===== src/rtl/fe_params.svh =====
// Front-end width parameters

`ifndef FE_PARAMS_SVH
`define FE_PARAMS_SVH

// ------------------------------------------------------------
// address and instruction widths
// ------------------------------------------------------------
// virtual address width of the core
`define FE_VLEN 32
// one uncompressed instruction word
`define FE_ILEN 32

// ------------------------------------------------------------
// fetch block geometry
// ------------------------------------------------------------
// instruction slots delivered per fetch response
`define FE_INSTR_PER_FETCH 2
// fetch block width, slots times instruction width
`define FE_FETCH_WIDTH 64
// low address bits that select a byte inside one block
`define FE_SLOT_SHIFT 3

`endif


===== src/rtl/fe_pkg.sv =====
// Front-end shared types

`include "fe_params.svh"

package fe_pkg;

    // ------------------------------------------------------------
    // vector types
    // ------------------------------------------------------------
    // fetch or instruction address
    typedef logic [`FE_VLEN-1:0] vaddr_t;

    // single instruction word
    typedef logic [`FE_ILEN-1:0] instr_t;

    // whole fetch block as returned by the memory
    typedef logic [`FE_FETCH_WIDTH-1:0] fetch_data_t;

    // one bit per slot of a block
    typedef logic [`FE_INSTR_PER_FETCH-1:0] slot_mask_t;

    // ------------------------------------------------------------
    // control-flow class
    // ------------------------------------------------------------
    // jalr is only reported, the static predictor never takes it
    typedef enum logic [1:0] {
        CF_NONE,
        CF_BRANCH,
        CF_JUMP,
        CF_JALR
    } cf_e;

endpackage


===== src/rtl/branch_select.sv =====
// Static branch selector

`timescale 1ns/100ps

`include "fe_params.svh"

module branch_select import fe_pkg::*; (
    input  logic                                   clk_i,
    input  logic                                   rst_ni,
    input  logic                                   flush_i,
    // block from the fetch register
    input  logic                                   blk_valid_i,
    input  vaddr_t                                 blk_addr_i,
    input  instr_t [`FE_INSTR_PER_FETCH-1:0]       slot_instr_i,
    input  vaddr_t [`FE_INSTR_PER_FETCH-1:0]       slot_addr_i,
    // scanner results
    input  cf_e    [`FE_INSTR_PER_FETCH-1:0]       slot_cf_i,
    input  vaddr_t [`FE_INSTR_PER_FETCH-1:0]       slot_imm_i,
    // prediction back to the pc generator
    output logic                                   pred_taken_o,
    output vaddr_t                                 pred_target_o,
    // registered front-end output
    output logic                                   out_valid_o,
    output vaddr_t                                 out_addr_o,
    output instr_t [`FE_INSTR_PER_FETCH-1:0]       out_instr_o,
    output slot_mask_t                             out_slot_valid_o,
    output cf_e    [`FE_INSTR_PER_FETCH-1:0]       out_cf_o,
    output logic                                   out_taken_o,
    output vaddr_t                                 out_target_o
);

    slot_mask_t slot_taken;
    slot_mask_t slot_mask;
    logic       seen_taken;

    // ------------------------------------------------------------
    // static prediction
    // ------------------------------------------------------------
    // jal always taken, branch taken when it points backwards
    // walk from the top slot down so the lowest taken slot wins
    always_comb begin
        slot_taken    = '0;
        pred_taken_o  = 1'b0;
        pred_target_o = '0;
        for (int i = `FE_INSTR_PER_FETCH - 1; i >= 0; i--) begin
            slot_taken[i] = blk_valid_i &
                            ((slot_cf_i[i] == CF_JUMP) |
                             ((slot_cf_i[i] == CF_BRANCH) & slot_imm_i[i][`FE_VLEN-1]));
            if (slot_taken[i]) begin
                pred_taken_o  = 1'b1;
                pred_target_o = slot_addr_i[i] + slot_imm_i[i];
            end
        end
    end

    // slots behind a taken one never execute
    always_comb begin
        slot_mask  = '0;
        seen_taken = 1'b0;
        for (int i = 0; i < `FE_INSTR_PER_FETCH; i++) begin
            slot_mask[i] = blk_valid_i & ~seen_taken;
            seen_taken   = seen_taken | slot_taken[i];
        end
    end

    // ------------------------------------------------------------
    // output register
    // ------------------------------------------------------------
    // redirect drops the block that is about to leave
    always_ff @(posedge clk_i or negedge rst_ni) begin
        if (!rst_ni) begin
            out_valid_o      <= 1'b0;
            out_slot_valid_o <= '0;
            out_taken_o      <= 1'b0;
        end else if (flush_i) begin
            out_valid_o      <= 1'b0;
            out_slot_valid_o <= '0;
            out_taken_o      <= 1'b0;
        end else begin
            out_valid_o      <= blk_valid_i;
            out_slot_valid_o <= slot_mask;
            out_taken_o      <= pred_taken_o;
        end
    end

    // payload follows the block
    always_ff @(posedge clk_i) begin
        if (blk_valid_i) begin
            out_addr_o   <= blk_addr_i;
            out_instr_o  <= slot_instr_i;
            out_cf_o     <= slot_cf_i;
            out_target_o <= pred_target_o;
        end
    end

endmodule


===== src/rtl/fetch_reg.sv =====
// Fetch response register

`timescale 1ns/100ps

`include "fe_params.svh"

module fetch_reg import fe_pkg::*; (
    input  logic                                   clk_i,
    input  logic                                   rst_ni,
    input  logic                                   flush_i,
    // response strobe from the fetch memory
    input  logic                                   rsp_valid_i,
    input  vaddr_t                                 rsp_addr_i,
    input  fetch_data_t                            rsp_data_i,
    // registered block, split into slots
    output logic                                   blk_valid_o,
    output vaddr_t                                 blk_addr_o,
    output instr_t [`FE_INSTR_PER_FETCH-1:0]       slot_instr_o,
    output vaddr_t [`FE_INSTR_PER_FETCH-1:0]       slot_addr_o
);

    logic        valid_q;
    vaddr_t      addr_q;
    fetch_data_t data_q;

    // ------------------------------------------------------------
    // response capture
    // ------------------------------------------------------------
    // a response that meets a flush is thrown away
    always_ff @(posedge clk_i or negedge rst_ni) begin
        if (!rst_ni) begin
            valid_q <= 1'b0;
        end else begin
            valid_q <= rsp_valid_i & ~flush_i;
        end
    end

    // block payload, only loaded with a response
    always_ff @(posedge clk_i) begin
        if (rsp_valid_i) begin
            addr_q <= rsp_addr_i;
            data_q <= rsp_data_i;
        end
    end

    // ------------------------------------------------------------
    // slot split
    // ------------------------------------------------------------
    assign blk_valid_o = valid_q;
    // block base, byte offset inside the block dropped
    assign blk_addr_o  = {addr_q[`FE_VLEN-1:`FE_SLOT_SHIFT], {`FE_SLOT_SHIFT{1'b0}}};

    // slot 0 is the low word, each higher slot one word further up
    for (genvar i = 0; i < `FE_INSTR_PER_FETCH; i++) begin : gen_slot
        assign slot_instr_o[i] = data_q[i*`FE_ILEN +: `FE_ILEN];
        assign slot_addr_o[i]  = blk_addr_o + vaddr_t'(i * (`FE_ILEN / 8));
    end

endmodule


===== src/rtl/frontend_top.sv =====
// Instruction fetch front end

`timescale 1ns/100ps

`include "fe_params.svh"

module frontend_top import fe_pkg::*; (
    input  logic                                   clk_i,
    input  logic                                   rst_ni,
    input  vaddr_t                                 boot_addr_i,
    // redirect from the back end
    input  logic                                   redirect_i,
    input  vaddr_t                                 redirect_addr_i,
    // fetch memory response
    input  logic                                   rsp_valid_i,
    input  vaddr_t                                 rsp_addr_i,
    input  fetch_data_t                            rsp_data_i,
    // fetch request
    output logic                                   fetch_req_o,
    output vaddr_t                                 fetch_addr_o,
    // decoded block towards the back end
    output logic                                   out_valid_o,
    output vaddr_t                                 out_addr_o,
    output instr_t [`FE_INSTR_PER_FETCH-1:0]       out_instr_o,
    output slot_mask_t                             out_slot_valid_o,
    output cf_e    [`FE_INSTR_PER_FETCH-1:0]       out_cf_o,
    output logic                                   out_taken_o,
    output vaddr_t                                 out_target_o
);

    logic                             blk_valid;
    vaddr_t                           blk_addr;
    instr_t [`FE_INSTR_PER_FETCH-1:0] slot_instr;
    vaddr_t [`FE_INSTR_PER_FETCH-1:0] slot_addr;
    cf_e    [`FE_INSTR_PER_FETCH-1:0] slot_cf;
    vaddr_t [`FE_INSTR_PER_FETCH-1:0] slot_imm;
    logic                             pred_taken;
    vaddr_t                           pred_target;

    // ------------------------------------------------------------
    // fetch register, redirect doubles as flush
    // ------------------------------------------------------------
    fetch_reg i_fetch_reg (
        .clk_i        (clk_i),
        .rst_ni       (rst_ni),
        .flush_i      (redirect_i),
        .rsp_valid_i  (rsp_valid_i),
        .rsp_addr_i   (rsp_addr_i),
        .rsp_data_i   (rsp_data_i),
        .blk_valid_o  (blk_valid),
        .blk_addr_o   (blk_addr),
        .slot_instr_o (slot_instr),
        .slot_addr_o  (slot_addr)
    );

    // one scanner per slot
    for (genvar i = 0; i < `FE_INSTR_PER_FETCH; i++) begin : gen_instr_scan
        instr_scan i_instr_scan (
            .instr_i (slot_instr[i]),
            .cf_o    (slot_cf[i]),
            .imm_o   (slot_imm[i])
        );
    end

    // ------------------------------------------------------------
    // prediction and output stage
    // ------------------------------------------------------------
    branch_select i_branch_select (
        .clk_i            (clk_i),
        .rst_ni           (rst_ni),
        .flush_i          (redirect_i),
        .blk_valid_i      (blk_valid),
        .blk_addr_i       (blk_addr),
        .slot_instr_i     (slot_instr),
        .slot_addr_i      (slot_addr),
        .slot_cf_i        (slot_cf),
        .slot_imm_i       (slot_imm),
        .pred_taken_o     (pred_taken),
        .pred_target_o    (pred_target),
        .out_valid_o      (out_valid_o),
        .out_addr_o       (out_addr_o),
        .out_instr_o      (out_instr_o),
        .out_slot_valid_o (out_slot_valid_o),
        .out_cf_o         (out_cf_o),
        .out_taken_o      (out_taken_o),
        .out_target_o     (out_target_o)
    );

    // next fetch address
    pc_gen i_pc_gen (
        .clk_i           (clk_i),
        .rst_ni          (rst_ni),
        .boot_addr_i     (boot_addr_i),
        .redirect_i      (redirect_i),
        .redirect_addr_i (redirect_addr_i),
        .pred_taken_i    (pred_taken),
        .pred_target_i   (pred_target),
        .fetch_req_o     (fetch_req_o),
        .fetch_addr_o    (fetch_addr_o)
    );

endmodule


===== src/rtl/instr_scan.sv =====
// Control-flow instruction scanner

`timescale 1ns/100ps

`include "fe_params.svh"

module instr_scan import fe_pkg::*; (
    input  instr_t instr_i,
    output cf_e    cf_o,
    output vaddr_t imm_o
);

    // ------------------------------------------------------------
    // opcodes of interest
    // ------------------------------------------------------------
    localparam logic [6:0] OPC_BRANCH = 7'b1100011;
    localparam logic [6:0] OPC_JAL    = 7'b1101111;
    localparam logic [6:0] OPC_JALR   = 7'b1100111;

    logic   [6:0] opcode;
    vaddr_t       imm_b;
    vaddr_t       imm_j;
    vaddr_t       imm_i;

    assign opcode = instr_i[6:0];

    // ------------------------------------------------------------
    // immediate formats, all sign-extended to the address width
    // ------------------------------------------------------------
    // B-type, 13 bit offset with implicit zero lsb
    assign imm_b = {{(`FE_VLEN-13){instr_i[31]}}, instr_i[31], instr_i[7],
                    instr_i[30:25], instr_i[11:8], 1'b0};
    // J-type, 21 bit offset with implicit zero lsb
    assign imm_j = {{(`FE_VLEN-21){instr_i[31]}}, instr_i[31], instr_i[19:12],
                    instr_i[20], instr_i[30:21], 1'b0};
    // I-type, plain 12 bit
    assign imm_i = {{(`FE_VLEN-12){instr_i[31]}}, instr_i[31:20]};

    // ------------------------------------------------------------
    // classification
    // ------------------------------------------------------------
    always_comb begin
        cf_o  = CF_NONE;
        imm_o = '0;
        unique case (opcode)
            OPC_BRANCH: begin
                cf_o  = CF_BRANCH;
                imm_o = imm_b;
            end
            OPC_JAL: begin
                cf_o  = CF_JUMP;
                imm_o = imm_j;
            end
            // register target, offset still handed on for reporting
            OPC_JALR: begin
                cf_o  = CF_JALR;
                imm_o = imm_i;
            end
            default: ;
        endcase
    end

endmodule


===== src/rtl/pc_gen.sv =====
// Next fetch address generator

`timescale 1ns/100ps

`include "fe_params.svh"

module pc_gen import fe_pkg::*; (
    input  logic   clk_i,
    input  logic   rst_ni,
    input  vaddr_t boot_addr_i,
    // mispredict or flush from the back end
    input  logic   redirect_i,
    input  vaddr_t redirect_addr_i,
    // static prediction of the block in the fetch register
    input  logic   pred_taken_i,
    input  vaddr_t pred_target_i,
    output logic   fetch_req_o,
    output vaddr_t fetch_addr_o
);

    logic   first_q;
    vaddr_t npc_d;
    vaddr_t npc_q;
    vaddr_t seq_addr;

    // ------------------------------------------------------------
    // next pc selection
    // ------------------------------------------------------------
    // sequential fetch steps one full block from the aligned base
    assign seq_addr = {npc_q[`FE_VLEN-1:`FE_SLOT_SHIFT], {`FE_SLOT_SHIFT{1'b0}}}
                      + vaddr_t'(`FE_FETCH_WIDTH / 8);

    // redirect beats boot load, prediction and sequential
    always_comb begin
        if (redirect_i) begin
            npc_d = redirect_addr_i;
        end else if (first_q) begin
            npc_d = boot_addr_i;
        end else if (pred_taken_i) begin
            npc_d = pred_target_i;
        end else begin
            npc_d = seq_addr;
        end
    end

    // ------------------------------------------------------------
    // state
    // ------------------------------------------------------------
    // first_q marks the cycle right out of reset
    always_ff @(posedge clk_i or negedge rst_ni) begin
        if (!rst_ni) begin
            first_q <= 1'b1;
            npc_q   <= '0;
        end else begin
            first_q <= 1'b0;
            npc_q   <= npc_d;
        end
    end

    // requests start once the boot address is loaded
    assign fetch_req_o  = ~first_q;
    assign fetch_addr_o = npc_q;

endmodule


===== config.mk =====
export PLATFORM = sky130hd
export DESIGN_NAME = frontend_top
export DESIGN_NICKNAME = d
export VERILOG_FILES = /design/src/rtl/fe_pkg.sv /design/src/rtl/branch_select.sv /design/src/rtl/fetch_reg.sv /design/src/rtl/frontend_top.sv /design/src/rtl/instr_scan.sv /design/src/rtl/pc_gen.sv
export VERILOG_INCLUDE_DIRS = /design/src /design/src/rtl
export SDC_FILE = /design/constraint.sdc
export NUM_CORES = 1
export LEC_CHECK = 0
export CORE_MARGIN = 5
export CORE_UTILIZATION = 35
export DETAILED_ROUTE_END_ITERATION = 10
export DONT_BUFFER_PORTS = 1
export PLACE_DENSITY = 0.53
export REMOVE_ABC_BUFFERS = 1
export SYNTH_ARGS = -nofsm -noshare
export SYNTH_HDL_FRONTEND = slang
export SYNTH_HIERARCHICAL = 1
export SYNTH_SLANG_ARGS = --single-unit

===== constraint.sdc =====
create_clock -name clk_i -period 6.5 [get_ports clk_i]
set_input_delay 0.975 -clock clk_i [delete_from_list [all_inputs] [get_ports clk_i]]
set_output_delay 0.975 -clock clk_i [all_outputs]
set_load 0.02 [all_outputs]

==> impl_results.md <==
- CTS Buf Count: 31
- Drt wl/cell: 24.80 µm
- Ports: 333
- First-pass GRT wire length: 59,200 µm
- R2R setup slack: 1.61 ns
- Gr ovfl total: 0
- Final Hold Viols: 0
- Minimum clock period: 4.887 ns
- Status: completed
- Clock Sinks: 262
- Non-Filler Instances: 1,647
- Ys Warns: 6
- Residual DRC count: 0
- Antenna Violating Nets Remaining: 0
- Measured slew at the worst slew-check pin: 0.8917 ns
- Leak pwr: 5.451 nW
- Setup violations, final: 0
- Synth cell count leaders: edfxtp_1 (225), buf_4 (92), nand2_1 (77)
- Largest net degree at the start of global routing: 95
- Total GRT Usage: 17.52%
- Sum of negative setup slack: 0 ns
- Routed Wire Length: 40,840 µm
- RSZ-0062 raised after global routing: false
- DR vias/cell: 5.567
- CTS tree: yes
- Setup Buffers After CTS: 0
- Ys async rst share: 14.12%
- Synth top area cells: edfxtp_1 (48%), dfrtp_1 (6.4%), ha_1 (5.6%), buf_4 (4.9%), a21oi_1 (2.3%)
- Synth-to-layout area growth: 6.157%
- Die Y: 210.2 µm
- Register area: 7687 µm²
- Sequential-to-total area share from yosys stat: 54.80%
- Placed Cells: 1,592
- Top cell type's share of synthesized area: 48.18%
- Syn Area/Cell: 11.82 µm²
- Clk buf depth: 3
- Worst skew pair latency: 0.59 ns
- Via count: 9,169
- Reg2Reg Depth: 16
- Placed inst area: 13,880 µm²
- Max Freq: 204.6 MHz
- EDFF count, synth: 225
- Worst Setup Path Type: register to register
- Cell taking the most area after synthesis: edfxtp_1
- Clk slew on worst S/H paths: 0.06 ns
- Clock Skew: 0.01671 ns
- Hold-fix buffer count after cts: 0
- Final period utilization: 75.19%
- Crit-path max FO: 13
- Hold WC Path Type: primary input to async pin
- Fin area: 14,890 µm²
- Die X: 210.2 µm
- Arr. time, crit path: 5.35 ns
- Layout cells sized above 1: 8.653%
- Initial Util: 35.29%
- Root buf cell: clkbuf_16
- P per Cell Area: 280.6 nW/µm²
- Synthesized cell area: 14,020 µm²
- PortBufs: 0
- Reg2reg start: i_fetch_reg/slot_instr_o[34]$_DFFE_PP_
- Fin nets: 1,329
- Row Count: 73
- DR pass1 iterations: 5
- Min Hold Slack: 0.07836 ns
- Post-CTS Resized: 0
- Final Slew Violations: 0
- Post-DP HPWL: 30,700 µm
- Final core occ: 37.46%
- Max-capacitance violation count: 0
- Worst endpoint required time: 6.97 ns
- H-tree levels: 1
- Synth cell types: 84
- Mapped Cells: 1,186
- Max-slew headroom: 40.04%
- Crit start category: register
- #FFs+latches synth: 262
- Starting DRT DRC Count: 675
- Vias in the first global route: 8,987
- VDD IR max: 0.0002147 V
- CP Capture Type: register
- Main flop type after synthesis: edfxtp_1
- FILL cells: 3,835
- RD Place Congestion: 0.8705
- Count leader, synth: edfxtp_1
- Core area: 39,730 µm²
- Die area: 44,170 µm²
- Area of the multi-input gates: 5401 µm²
- Initial antenna violation count: 6
- Worst r2r dst: i_pc_gen/fetch_addr_o[29]$_DFF_PN0_
-- placed cells by master (no fill, tap or decap), drive strengths merged, types with 15 or more instances in the layout --
cell type  instances
a211oi            15
a21o              23
a21oi             75
a22oi             23
and2              18
clkbuf            33
dfrtp             36
edfxtp           225
ha                63
inv               25
nand2             77
nand2b            17
nand3             32
nand4             17
nor2              51
nor3              16
o211ai            16
o21ai             64
o22ai             31
xnor2             30
xor2              34
-- logic make-up after synthesis --
family	count (synthesis)	share of synthesized area [%]
and+or+nand+nor	298	11.31
adders and majority gates	65	5.907
muxes	3	0.2142
AOI/OAI and AO/OA	337	16.82
other	3	0.08030
DFF	262	54.80
xor gates and xnor gates	64	3.998
buffers and inverters	154	6.871
-- layer usage --
metal	global-route usage, %	part of all wire [%]	up-vias
met5	0	0.12	-
met4	3.465	1.4	10
met3	5.150	8.8	52
met2	27.89	46	355
met1	24.07	44	4490
li1	-	-	4262
-- critical path, stage by stage, from the launching register on --
cell and delay (ns):
edfxtp_1 0.56, inv_1 0.12, a211oi_2 0.55, and2_1 0.67
ha_1 0.45, a21o_1 0.19, a21o_1 0.16, a21oi_1 0.18
nor2_1 0.07, a2111oi_0 0.40, o21bai_1 0.14, a21oi_1 0.20
xor2_1 0.17, o22ai_1 0.13, a22oi_1 0.27, o21ai_0 0.11
or3_1 0.36
-- report_power, final --
part	switching [mW]	internal, mW	leakage (nW)
clock network	0.727	0.998	0.491
registers	0.210	1.97	2.63
logic	0.163	0.110	2.33
-- layout make-up --
cell class                      count  share of cell area (%)
Clock buffer                       33                   5.262
Inverter                           21                  0.5295
Tap cell                          525                   4.413
Antenna cell                        1                 0.01681
Clock inverter                     21                   1.496
Sequential cell                   262                   51.64
Timing Repair Buffer                7                  0.3530
Multi-Input combinational cell    777                   36.29
-- flip-flops by register name (all words and copies together) (netlist names) --
signal / cells
i_branch_select/out_instr_o: 64
i_fetch_reg/slot_instr_o: 64
i_branch_select/out_addr_o: 32
i_branch_select/out_target_o: 32
i_pc_gen/fetch_addr_o: 32
i_fetch_reg/addr_q: 29
i_branch_select/out_cf_o: 4
i_branch_select/out_slot_valid_o: 2
i_branch_select/out_taken_o: 1
i_fetch_reg/blk_valid_o: 1
i_pc_gen/first_q: 1
-- through the flow --
step	setup slack [ns]	power, mW
6_report	1.613	4.177
3_3_place_gp	1.650	2.481
2_1_floorplan	-0.1832	2.371
3_5_place_dp	1.620	2.485
4_1_cts	1.619	4.232
5_1_grt	1.226	4.346
-- worst max path at each step --
stage | endpoint | depth (start not counted) | slack (ns) | from
global route | i_pc_gen/fetch_addr_o[29]$_DFF_PN0_ | 16 | 1.23 | i_fetch_reg/slot_instr_o[34]$_DFFE_PP_
finish | i_pc_gen/fetch_addr_o[29]$_DFF_PN0_ | 16 | 1.61 | i_fetch_reg/slot_instr_o[34]$_DFFE_PP_
CTS | i_pc_gen/fetch_addr_o[31]$_DFF_PN0_ | 16 | 1.62 | i_fetch_reg/slot_instr_o[34]$_DFFE_PP_
global placement | i_pc_gen/fetch_addr_o[31]$_DFF_PN0_ | 16 | 1.65 | i_fetch_reg/slot_instr_o[34]$_DFFE_PP_
detailed placement | i_pc_gen/fetch_addr_o[31]$_DFF_PN0_ | 16 | 1.62 | i_fetch_reg/slot_instr_o[34]$_DFFE_PP_
floorplan | i_pc_gen/fetch_addr_o[27]$_DFF_PN0_ | 8 | -0.18 | i_fetch_reg/blk_valid_o$_DFF_PN0_
Power figures use the tool's default switching activity.
